File: src/display_pkg.sv
`default_nettype none

// frame buffer and LED bar definitions used by the column driver and the top level
package display_pkg;

    // the frame holds 2**COLUMN_BITS columns around one revolution
    localparam int unsigned COLUMN_BITS = 6;

    // depth of the frame buffer memory
    localparam int unsigned COLUMN_COUNT = 2 ** COLUMN_BITS;

    // number of LEDs on the bar, one bit each in a column word
    localparam int unsigned LED_COUNT = 16;

    // column index into the frame buffer, taken from the top angle bits
    typedef logic [COLUMN_BITS-1:0] column_t;

    // one LED column pattern, bit 0 drives the first LED on the bar
    typedef logic [LED_COUNT-1:0] led_t;

endpackage

`default_nettype wire

File: src/rotor_pkg.sv
`default_nettype none

// rotor timing and angle definitions shared by the decoder, the tracker and the top level
package rotor_pkg;

    // a revolution is split into 2**ANGLE_BITS discrete angle steps
    localparam int unsigned ANGLE_BITS = 10;

    // width of the per-revolution cycle counter and of the measured period
    localparam int unsigned REV_COUNT_BITS = 24;

    // flip-flops between the raw sensor pin and the debouncer
    localparam int unsigned SYNC_STAGES = 2;

    // cycles a new synchronized level must hold before the debouncer accepts it
    localparam int unsigned DEBOUNCE_CYCLES = 4;
    localparam int unsigned DEBOUNCE_BITS   = $clog2(DEBOUNCE_CYCLES); // counter 0..DEBOUNCE_CYCLES-1

    // cycle count within one revolution, used for both the running count and the period
    typedef logic [REV_COUNT_BITS-1:0] rev_count_t;

    // discrete rotor angle, wraps from 1023 back to 0
    typedef logic [ANGLE_BITS-1:0] angle_t;

    // debounce stability counter
    typedef logic [DEBOUNCE_BITS-1:0] debounce_count_t;

    // with no index for this many cycles the rotor is taken as stopped
    localparam rev_count_t STALL_LIMIT = rev_count_t'(2 ** 18);

    // last count value before a new level is accepted
    localparam debounce_count_t DEBOUNCE_LAST = debounce_count_t'(DEBOUNCE_CYCLES - 1);

endpackage

`default_nettype wire
File: src/angle_tracker.sv
`timescale 1ns/100ps
`default_nettype none

// measures the rotor period between index pulses and steps a discrete angle through it
module angle_tracker (
    input  logic                  clk_in,
    input  logic                  arst_n,
    input  logic                  index_pulse,  // one pulse per revolution from the decoder
    output rotor_pkg::angle_t     angle,        // current angle, 0 right after an index
    output logic                  angle_strobe, // high in each cycle angle takes a new value
    output rotor_pkg::rev_count_t period,       // cycles between the last two indexes
    output logic                  period_valid, // angle is trustworthy
    output logic                  stalled       // no index for STALL_LIMIT cycles
);

    // idle and stall both wait for a first index, measure waits for the second one
    typedef enum logic [1:0] {
        tracker_idle,
        tracker_measure,
        tracker_run,
        tracker_stall
    } tracker_state_t;

    tracker_state_t        state_q;
    tracker_state_t        state_d;
    rotor_pkg::rev_count_t rev_cnt;    // cycles since the last index, minus one
    rotor_pkg::rev_count_t new_period; // period seen if an index arrives this cycle
    rotor_pkg::rev_count_t step_raw;   // new period divided by the steps per revolution
    rotor_pkg::rev_count_t new_step;   // step_raw with the floor of 1 applied
    rotor_pkg::rev_count_t step_len;   // cycles per angle step, fixed until the next index
    rotor_pkg::rev_count_t step_cnt;   // position inside the current angle step
    logic                  counting;   // a revolution is being timed
    logic                  stall_hit;  // running count reached the stall limit
    logic                  take_index; // index that yields a usable period

    assign counting   = (state_q == tracker_measure) || (state_q == tracker_run);
    assign take_index = index_pulse && counting;
    assign stall_hit  = counting && (rev_cnt == rotor_pkg::STALL_LIMIT);

    assign new_period = rev_cnt + rotor_pkg::rev_count_t'(1); // counter starts at 0 after index
    assign step_raw   = new_period >> rotor_pkg::ANGLE_BITS;
    assign new_step   = (step_raw == '0) ? rotor_pkg::rev_count_t'(1) : step_raw;

    // outputs are plain decodes of the registered state
    assign period_valid = (state_q == tracker_run);
    assign stalled      = (state_q == tracker_stall);

    // an index always wins over a stall detected in the same cycle
    always_comb begin
        state_d = state_q;
        case (state_q)
            tracker_idle: begin
                if (index_pulse) state_d = tracker_measure; // first edge since reset
            end
            tracker_measure: begin
                if (index_pulse) begin
                    state_d = tracker_run; // a full revolution has now been timed
                end else if (stall_hit) begin
                    state_d = tracker_stall;
                end
            end
            tracker_run: begin
                if (stall_hit && !index_pulse) state_d = tracker_stall;
            end
            tracker_stall: begin
                if (index_pulse) state_d = tracker_measure; // fresh measurement needed
            end
            default: state_d = tracker_idle;
        endcase
    end

    always_ff @(posedge clk_in or negedge arst_n) begin
        if (!arst_n) begin
            state_q <= tracker_idle;
        end else begin
            state_q <= state_d;
        end
    end

    // the revolution counter only runs while timing, so it cannot wrap while idle or stalled
    always_ff @(posedge clk_in or negedge arst_n) begin
        if (!arst_n) begin
            rev_cnt <= '0;
        end else if (index_pulse || !counting) begin
            rev_cnt <= '0;
        end else begin
            rev_cnt <= rev_cnt + rotor_pkg::rev_count_t'(1);
        end
    end

    // period and step length latch together, a speed change shows up only at an index
    always_ff @(posedge clk_in or negedge arst_n) begin
        if (!arst_n) begin
            period   <= '0;
            step_len <= rotor_pkg::rev_count_t'(1);
        end else if (take_index) begin
            period   <= new_period;
            step_len <= new_step;
        end
    end

    // angle stepping, the index restarts at 0 with a strobe so the bar shows column 0 at once
    always_ff @(posedge clk_in or negedge arst_n) begin
        if (!arst_n) begin
            angle        <= '0;
            step_cnt     <= '0;
            angle_strobe <= 1'b0;
        end else begin
            angle_strobe <= 1'b0;
            if (take_index) begin
                angle        <= '0;
                step_cnt     <= '0;
                angle_strobe <= 1'b1;
            end else if ((state_q == tracker_run) && !stall_hit) begin
                if (step_cnt == step_len - rotor_pkg::rev_count_t'(1)) begin
                    step_cnt     <= '0;
                    angle        <= angle + rotor_pkg::angle_t'(1); // wraps at 1024
                    angle_strobe <= 1'b1;
                end else begin
                    step_cnt <= step_cnt + rotor_pkg::rev_count_t'(1);
                end
            end
            // in every other state angle holds its last value
        end
    end

endmodule

`default_nettype wire

File: src/ir_index_decoder.sv
`timescale 1ns/100ps
`default_nettype none

// turns the noisy asynchronous IR sensor level into one clean pulse per revolution
module ir_index_decoder (
    input  logic clk_in,
    input  logic arst_n,
    input  logic ir_raw,      // raw sensor level, no timing relation to clk_in
    output logic index_pulse  // one cycle high on each accepted rising edge
);

    logic [rotor_pkg::SYNC_STAGES-1:0] sync_q;   // synchronizer chain, bit 0 samples the pin
    logic                              sync_level; // last stage of the chain
    logic                              stable_level; // debounced sensor level
    rotor_pkg::debounce_count_t        deb_cnt;    // cycles the new level has held so far

    assign sync_level = sync_q[rotor_pkg::SYNC_STAGES-1];

    // plain shift chain to settle metastability before anything else looks at the level
    always_ff @(posedge clk_in or negedge arst_n) begin
        if (!arst_n) begin
            sync_q <= '0;
        end else begin
            sync_q <= {sync_q[rotor_pkg::SYNC_STAGES-2:0], ir_raw};
        end
    end

    // the debouncer only moves stable_level after DEBOUNCE_CYCLES matching samples in a row
    // any sample that agrees with the current stable level throws the count away, so
    // a short high glitch or a short low dropout never reaches the tracker
    always_ff @(posedge clk_in or negedge arst_n) begin
        if (!arst_n) begin
            stable_level <= 1'b0;
            deb_cnt      <= '0;
            index_pulse  <= 1'b0;
        end else begin
            index_pulse <= 1'b0; // pulse lasts a single cycle
            if (sync_level == stable_level) begin
                deb_cnt <= '0; // disagreement gone, start over
            end else if (deb_cnt == rotor_pkg::DEBOUNCE_LAST) begin
                stable_level <= sync_level; // change has held long enough
                deb_cnt      <= '0;
                index_pulse  <= sync_level; // only the rising edge marks the index
            end else begin
                deb_cnt <= deb_cnt + rotor_pkg::debounce_count_t'(1);
            end
        end
    end

    // first sampled high of ir_raw lands in sync_q[0], reaches sync_level one edge later,
    // and the fourth matching sample after that raises index_pulse on the sixth edge

endmodule

`default_nettype wire

File: src/led_column_driver.sv
`timescale 1ns/100ps
`default_nettype none

// frame buffer plus the register that drives the LED bar one column per angle step
module led_column_driver (
    input  logic                 clk_in,
    input  logic                 arst_n,
    input  logic                 wr_en,        // host write strobe, one cycle per word
    input  display_pkg::column_t wr_col,       // column being written
    input  display_pkg::led_t    wr_data,      // new pattern for that column
    input  rotor_pkg::angle_t    angle,        // current rotor angle
    input  logic                 angle_strobe, // angle just moved to a new step
    input  logic                 period_valid, // low means the angle cannot be trusted
    output display_pkg::led_t    led,          // pattern on the bar
    output logic                 led_strobe    // one cycle high when led takes a new column
);

    // one word per column, the host is the only writer
    display_pkg::led_t    frame_mem [display_pkg::COLUMN_COUNT];
    display_pkg::column_t rd_col; // column under the bar at the current angle

    // 1024 angles share 64 columns, so each column spans 16 consecutive angles
    assign rd_col = angle[rotor_pkg::ANGLE_BITS-1 -: display_pkg::COLUMN_BITS];

    // no reset on the frame contents, the host fills it before the rotor runs
    always_ff @(posedge clk_in) begin
        if (wr_en) begin
            frame_mem[wr_col] <= wr_data;
        end
    end

    // the read below samples frame_mem before this edge's write lands,
    // so a same-cycle write to the shown column appears on its next visit
    always_ff @(posedge clk_in or negedge arst_n) begin
        if (!arst_n) begin
            led        <= '0;
            led_strobe <= 1'b0;
        end else begin
            led_strobe <= angle_strobe && period_valid;
            if (!period_valid) begin
                led <= '0; // blank the bar quietly, no strobe for this
            end else if (angle_strobe) begin
                led <= frame_mem[rd_col];
            end
        end
    end

endmodule

`default_nettype wire

File: src/pov_display_top.sv
`timescale 1ns/100ps
`default_nettype none

// POV LED bar, IR index decode feeds angle tracking which feeds the column output
module pov_display_top (
    input  logic                  clk_in,
    input  logic                  arst_n,
    input  logic                  ir_raw,       // IR index sensor, asynchronous
    input  logic                  wr_en,        // frame buffer write strobe
    input  display_pkg::column_t  wr_col,
    input  display_pkg::led_t     wr_data,
    output display_pkg::led_t     led,          // LED bar pattern
    output logic                  led_strobe,   // new column on the bar
    output rotor_pkg::angle_t     angle,
    output rotor_pkg::rev_count_t period,
    output logic                  period_valid,
    output logic                  stalled
);

    logic index_pulse;  // decoder to tracker, once per revolution
    logic angle_strobe; // tracker to driver, once per angle step

    ir_index_decoder ir_index_decoder_inst (
        .clk_in      (clk_in),
        .arst_n      (arst_n),
        .ir_raw      (ir_raw),
        .index_pulse (index_pulse)
    );

    // stalled goes straight out, the driver blanks on period_valid alone
    angle_tracker angle_tracker_inst (
        .clk_in       (clk_in),
        .arst_n       (arst_n),
        .index_pulse  (index_pulse),
        .angle        (angle),
        .angle_strobe (angle_strobe),
        .period       (period),
        .period_valid (period_valid),
        .stalled      (stalled)
    );

    led_column_driver led_column_driver_inst (
        .clk_in       (clk_in),
        .arst_n       (arst_n),
        .wr_en        (wr_en),
        .wr_col       (wr_col),
        .wr_data      (wr_data),
        .angle        (angle),
        .angle_strobe (angle_strobe),
        .period_valid (period_valid),
        .led          (led),
        .led_strobe   (led_strobe)
    );

endmodule

`default_nettype wire

File: config.mk
export PLATFORM = sky130hd
export DESIGN_NAME = pov_display_top
export DESIGN_NICKNAME = d
export VERILOG_FILES = /design/src/display_pkg.sv /design/src/rotor_pkg.sv /design/src/angle_tracker.sv /design/src/ir_index_decoder.sv /design/src/led_column_driver.sv /design/src/pov_display_top.sv
export SDC_FILE = /design/constraint.sdc
export NUM_CORES = 1
export LEC_CHECK = 0
export ABC_AREA = 1
export BUFFER_PORTS_ARGS = -buffer_cell sky130_fd_sc_hd__buf_2
export CAP_MARGIN = 20
export CORE_MARGIN = 8
export CORE_UTILIZATION = 40
export CTS_BUF_LIST = sky130_fd_sc_hd__clkbuf_4 sky130_fd_sc_hd__clkbuf_8
export DETAILED_ROUTE_END_ITERATION = 8
export PLACE_DENSITY = 0.57
export SYNTH_ARGS = -nofsm -noshare
export SYNTH_HDL_FRONTEND = slang
export SYNTH_SLANG_ARGS = --single-unit
File: constraint.sdc
create_clock -name clk_in -period 2.3 [get_ports clk_in]
set_input_delay 0.69 -clock clk_in [delete_from_list [all_inputs] [get_ports clk_in]]
set_output_delay 0.69 -clock clk_in [all_outputs]
set_load 0.005 [all_outputs]
* Word level (Yosys, flattened, before mapping)
Memories as Yosys holds them, arrays and structs flattened.
Cells that the tools add are included.
** Storage, ports and cells
- Bits in registers :: 132
- Latch bits :: 0
- RAM bits :: 1024
- ROM bits :: 0
- Input bits :: 26
- Output and inout port bits :: 53
- Logic and storage cells :: 73
- Memories kept :: 1
** Operators by class
- Add/sub/neg operators :: 5
- Multiply operators :: 0
- Divide/modulo/power cells :: 0
- Order comparisons :: 0
- Eq/ne operators :: 11
- Shift-type cells :: 0
- Muxes and demuxes :: 24
- Bitwise logic cells :: 1
- Reductions and logical operators :: 18
** Memory list
- led_column_driver_inst.frame_mem :: depth 64, bits a word 16, read ports 1, clocked after memory_dff 0, write ports 1, RTL line led_column_driver.sv:19 : display_pkg::led_t frame_mem [display_pkg::COLUMN_COUNT];
** Operator list (number)
- two-way mux 24 bit :: 4
- adder 24 x 1 -> 24 bit, second input constant :: 2
- two-way mux 16 bit :: 2
- two-way mux 10 bit :: 3
- == test 24 x 19 -> 1 bit, second input constant :: 1
- == test 24 bit :: 1
- logical NOT 24 bit :: 1
- subtractor 24 x 1 -> 24 bit, second input constant :: 1
- two-way mux 14 bit :: 1
- two-way mux 2 bit :: 6
- adder 10 x 1 -> 10 bit, second input constant :: 1
- two-way mux 1 bit :: 7
- == test 2 bit, second input constant :: 3
- one-hot mux 2 bit (3 select lines) :: 1
- logical AND 1 bit :: 5
- != test 2 bit, second input constant :: 2
- AND reduction 2 bit :: 2
- nonzero test 2 bit :: 2
- logical NOT 1 bit :: 3
- != test 3 x 2 -> 1 bit, second input constant :: 1
- AND reduction 3 bit :: 1
- adder 2 x 1 -> 2 bit, second input constant :: 1
- == test 2 x 1 -> 1 bit, second input constant :: 1
- logical NOT 2 bit :: 1
- other kinds (5) :: 6

* Logic depth before layout (Yosys ltp)
- Depth in word-level cells :: 7
- Depth in mapped cells :: 16
- Depth with buffers taken out :: 15

* Cells and area by module
A second synthesis with hierarchy kept.
** Second synthesis, totals
- Cell total of the unflattened synthesis :: 4452
- Area, all modules :: 48780.5 sq um
** By module, submodules not included
- led_column_driver :: times used 1, cells each 3572, area an instance 42442.0 sq um, sequential area each 31174.9 sq um
- angle_tracker :: times used 1, cells each 861, area an instance 6127.1 sq um, sequential area each 2478.6 sq um
- ir_index_decoder :: times used 1, cells each 19, area an instance 211.5 sq um, sequential area each 150.1 sq um

* Worst setup path before layout
Ideal clock, no wire load.
- Path kind :: input to register
- From :: input port wr_en
- To :: memory led_column_driver_inst.frame_mem[48][0] (netlist bit), enable pin
- Library setup time :: 0.431 ns
- Data arrival time :: 2.814 ns
- Required time :: 1.869 ns
- Setup slack :: -0.944 ns
- Stages on the path :: 3
- Path buffers :: 1
- Path through :: clkbuf_1 > nand4_1 > nor4_1
** On the way
- Word-level cells in the longest chain between the ends :: 2
** RTL lines
- start, declared :: RTL line pov_display_top.sv:9 : input logic wr_en,
- two-way mux 1 bit :: RTL line led_column_driver.sv:27 : if (wr_en) begin
- two-way mux 1 bit (implied by the code) :: RTL line led_column_driver.sv:28 : frame_mem[wr_col] <= wr_data;
- end, declared :: RTL line led_column_driver.sv:19
No other way between the ends.

* Worst setup path in the final report
- From :: register angle_tracker_inst.angle[4]
- To :: output port angle[4]
** RTL lines
- start, declared :: RTL line angle_tracker.sv:9 : output rotor_pkg::angle_t angle,
- start signal, assigned :: RTL line angle_tracker.sv:117 : angle <= angle + rotor_pkg::angle_t'(1);
- end, declared :: RTL line pov_display_top.sv:14 : output rotor_pkg::angle_t angle,
No word-level cell between the ends.

==> results.env <==
CLOCKROOTBUFFER='sky130_fd_sc_hd__clkbuf_8'
ROW_COUNT=125
INITIAL_UTILIZATION=0.4035
WORSTREG2REGEND='led_column_driver_inst.led[14]'
POSTSYNTH.TOPFLOPCELL='sky130_fd_sc_hd__edfxtp_1'
DIEWIDTH_UM=358.6
GLOBALROUTEOVERFLOWTOTAL=0
CRITICAL_PATH_CELL_SEQUENCE='buf_12 -> buf_16 -> buf_6'
GRT_FIRST_PASS_WIRELENGTH_UM=212100
REG2REG_SLACK_NS=-0.15
GRT_PASS1_VIAS=32428
STATIC-LEAKAGE-POWER_uW=0.02085
YOSYS-TOP-CELLS-AREA='sky130_fd_sc_hd__edfxtp_1 65%, sky130_fd_sc_hd__dfrtp_1 6.4%, sky130_fd_sc_hd__nor2_1 6.1%'
SEQUENTIALPOWERSHARE=0.523
CLOCK_POWER_SHARE=0.412
DOMINANT_DELAY_CONTRIBUTOR_BY_CELL_FAMILY_ON_THE_CRITICAL_PATH='flip-flops'
CORE_SQ_MM=0.1164
TRITONCTS='built'
WORSTPATHREQUIRED_NS=1.61
YOSYS_REGISTER_BITS=1146
DETAIL_ROUTE.DRC_VIOLATIONS=0
WORST_SKEW_PAIR.LATE_LATENCY_NS=0.90
SETUP.WORST_PATH.START_CLASS='register'
DESIGN.PORTCOUNT=79
R2R_START='angle_tracker_inst.angle[4]'
SYN_AREA_PER_CELL_SQ_UM=11.97
LAYOUT-DRIVE-GT1-SHARE=0.2188
WORST_R2R_PATH_DEPTH=13
CP_NUM_CELLS=3
CTSHTREEMAXLEVEL=4
DETAILEDROUTE.FIRSTPASSITERATIONCOUNT=5
SYNTH_MOST_COMMON_CELL='sky130_fd_sc_hd__edfxtp_1'
SYNTH_ASYNC_SR_FLOP_SHARE=0.1065
DETAIL_ROUTE.WL_PER_CELL_UM=24.42
TIGHTEST_SLEW_NS=1.195
TIMING.CRITICAL_PATH.FANOUT_MAX=4
INTERNAL-POWER_uW=33800
FIN_SKEW_NS=0.04721
CP.ARRIVAL_NS=1.83
RSZ0062_AT_GRT='true'
GRT_ANTENNA_BEFORE_REPAIR=5
DETAIL_ROUTE.WIRELENGTH_UM=147500
FINAL-HOLD-VIOLATION-COUNT=0
FINISH.NET_COUNT=4393
CELLPOWERDENSITY_mW_PER_MM2=760.2
CTS.REPORTEDPATHS.CLKPINSLEW_NS=0.06
P_SW_uW=10430
VIAS_PER_CELL=5.533
MIN_PERIOD_OVER_PERIOD=1.095
ANTENNA_VIOLATING_NETS_POST_ROUTE=0
CRITICAL_PATH.ENDPOINT_TYPE='output port'
CRITICALPATHCATEGORY='register to output port'
FLOORPLAN.DIE_AREA_SQ_MM=0.1286
FINALWEIGHTEDCONGESTION=0.8792
AREA_DELTA_SYNTH_FINAL_PCT=23.93
OUTCOME='finished with violations'
SYNTH_EDF_COUNT=1024
POSTSYNTHCELLCOUNT=3924
TIMING.FINAL.WS_SETUP_NS=-0.2188
DETAILED_PLACE_HPWL_UM=88110
FINAL_CORE_UTILIZATION=0.5001
MAX-SLEW-MARGIN-REL=0.1986
GRT_USAGE=0.2209
YOSYS.AREA.TOP_TYPE_SHARE=0.6549
CTS_BUFFERS=190
FINALPOWER_uW=44230
POST_DP_CELL_AREA_SQ_MM=0.05256
DIE_HEIGHT_UM=358.6
CRITICAL_PATH.STARTPOINT='angle_tracker_inst.angle[4]'
SWSHARE=0.2358
TIMING.FINAL.SETUP_VIOLATIONS=19
POST_SYNTH_DESIGN_CELL_AREA_SQ_MM=0.04695
SYN_NETS=3959
DRT_ITER0_MARKERS=3221
SYNTH_AREA_LEADER_CELL='sky130_fd_sc_hd__edfxtp_1'
FINAL-MAX-SLEW-VIOLATION-COUNT=0
SYNTHESIS.YOSYS.WARNINGS=0
PORT_BUFFERS=78
FINAL_AREA_SQ_MM=0.05819
DETAILROUTE.VIA_COUNT=33413
COUNT_OF_CELL_TYPES_IN_THE_NETLIST=43
CRIT_SLOWEST_CELL='sky130_fd_sc_hd__dfrtp_4'
POWER.SHARE.COMBINATIONAL=0.065
HP-CLASS='input port to asynchronous set/reset pin'
CLOCK.FMAX_MHz=397.0
LARGEST_NET_DEGREE_AT_THE_START_OF_GLOBAL_ROUTING=65
YOSYSSEQAREASHARE=0.7200
SYNTH_COMMONEST_CELLS='1024 x sky130_fd_sc_hd__edfxtp_1, 765 x sky130_fd_sc_hd__nor2_1, 554 x sky130_fd_sc_hd__o21ai_0'
LAYOUT_MIN_CYCLE_TIME_NS=2.519
MAX_CAP_VIOL_COUNT=0
CPPEAKSTAGEDELAY_NS=0.54
CTS_NUM_SINKS=1146
MAX-CLOCK-PATH-BUFFERS=3
VIOLATIONS_IN_THE_FINAL_REPORTS='negative setup slack'
WORST-PATH-BUF-INV=3
CAPTURING_INSTANCE_OR_PORT_OF_THE_CRITICAL_PATH='angle[4]'
PEAK_SUPPLY_DROP_mV=0.5783
-- logic make-up after synthesis --
family / count (synthesis) / share of synthesized area
compound gates: 876 / 0.1062
simple gates: 1503 / 0.1336
buf+inv: 348 / 0.03003
flops: 1146 / 0.7200
fa+ha+maj: 9 / 0.002398
xor+xnor: 42 / 0.007835
-- state kept, by name, summed over array words and instances (netlist names) --
register                            count
led_column_driver_inst.frame_mem     1024
angle_tracker_inst.period              24
angle_tracker_inst.rev_cnt             24
angle_tracker_inst.step_cnt            24
led_column_driver_inst.led             16
angle_tracker_inst.step_len            14
angle_tracker_inst.angle               10
angle_tracker_inst.state_q              2
ir_index_decoder_inst.deb_cnt           2
ir_index_decoder_inst.sync_q            2
angle_tracker_inst.angle_strobe         1
ir_index_decoder_inst.index_pulse       1
ir_index_decoder_inst.stable_level      1
led_column_driver_inst.led_strobe       1
-- cell usage in the layout, fill, tap and decap left out, types with 64 or more instances in the layout --
| cell | Yosys | final |
|---|---|---|
| sky130_fd_sc_hd__o211ai_1 | 99 | 99 |
| sky130_fd_sc_hd__clkbuf_4 | 0 | 84 |
| sky130_fd_sc_hd__buf_2 | 55 | 64 |
| sky130_fd_sc_hd__o21ai_0 | 554 | 506 |
| sky130_fd_sc_hd__buf_4 | 0 | 226 |
| sky130_fd_sc_hd__inv_1 | 101 | 94 |
| sky130_fd_sc_hd__clkbuf_8 | 0 | 196 |
| sky130_fd_sc_hd__buf_12 | 1 | 129 |
| sky130_fd_sc_hd__nand2_1 | 434 | 428 |
| sky130_fd_sc_hd__nand3_1 | 170 | 129 |
| sky130_fd_sc_hd__dfrtp_1 | 121 | 104 |
| sky130_fd_sc_hd__edfxtp_1 | 1024 | 1024 |
| sky130_fd_sc_hd__nor2_1 | 765 | 716 |
| sky130_fd_sc_hd__nand4_1 | 70 | 70 |
| sky130_fd_sc_hd__o22ai_1 | 131 | 125 |
-- worst min-delay path by stage --
stage | slack, ns | cells after the start | to | start
4_1_cts | 0.17 | 2 | angle_tracker_inst.period[11] | arst_n
5_1_grt | 0.23 | 2 | angle_tracker_inst.period[11] | arst_n
2_1_floorplan | 0.33 | 0 | ir_index_decoder_inst.sync_q[1] | ir_index_decoder_inst.sync_q[0]
6_report | 0.24 | 2 | angle_tracker_inst.period[11] | arst_n
3_5_place_dp | 0.34 | 0 | ir_index_decoder_inst.sync_q[1] | ir_index_decoder_inst.sync_q[0]
3_3_place_gp | 0.34 | 0 | ir_index_decoder_inst.sync_q[1] | ir_index_decoder_inst.sync_q[0]
-- area by class of cell --
cell class	count	area [sq um]
Tap cell	1524	1907
Multi-Input combinational cell	2430	12500
Clock buffer	280	3328
Timing Repair Buffer	481	5663
Inverter	107	432.9
Timing Repair inverter	2	27.53
Sequential cell	1146	33830
Fill cell	10254	58170
Antenna cell	4	10.01
Clock inverter	65	491.7
-- metrics by stage --
step	setup TNS (ns)	hold WS [ns]	instances	setup slack, ns
after floorplan	-213.30	0.3312	3924	-0.3914
after global placement	-3.759	0.3395	5618	-0.2909
after detailed placement	-2.535	0.3442	5618	-0.2662
after CTS	-3.500	0.1667	5983	-0.2600
after global routing	-3.262	0.2272	6036	-0.2612
final	-1.938	0.2382	6039	-0.2188
-- what timing repair did --
item | in CTS | in global routing
cloned | 5 | 16
setup buffers | 15 | 38
resized for setup | 79 | 194
endpoints found under the hold margin | 104 | 0
setup endpoints to repair | 47 | 58
pin swaps | 13 | 102
hold buffers | 2 | 0
-- per-layer routing --
layer	track usage	vias to the layer above	part of all wire
met1	0.3001	16664	0.42
met4	0.08400	0	0.034
met5	0	-	0
li1	-	15134	-
met3	0.03774	266	0.073
met2	0.3556	1349	0.47
-- power groups by stage --
stage	registers [uW]	logic [uW]	clock network, uW
3_3_place_gp	23500	2680	0
2_1_floorplan	23500	1250	0
6_report	23100	2890	18200
4_1_cts	23100	2810	18600
5_1_grt	23100	3150	19400
3_5_place_dp	23500	2700	0
No activity file was read; power rests on OpenSTA's default activity.
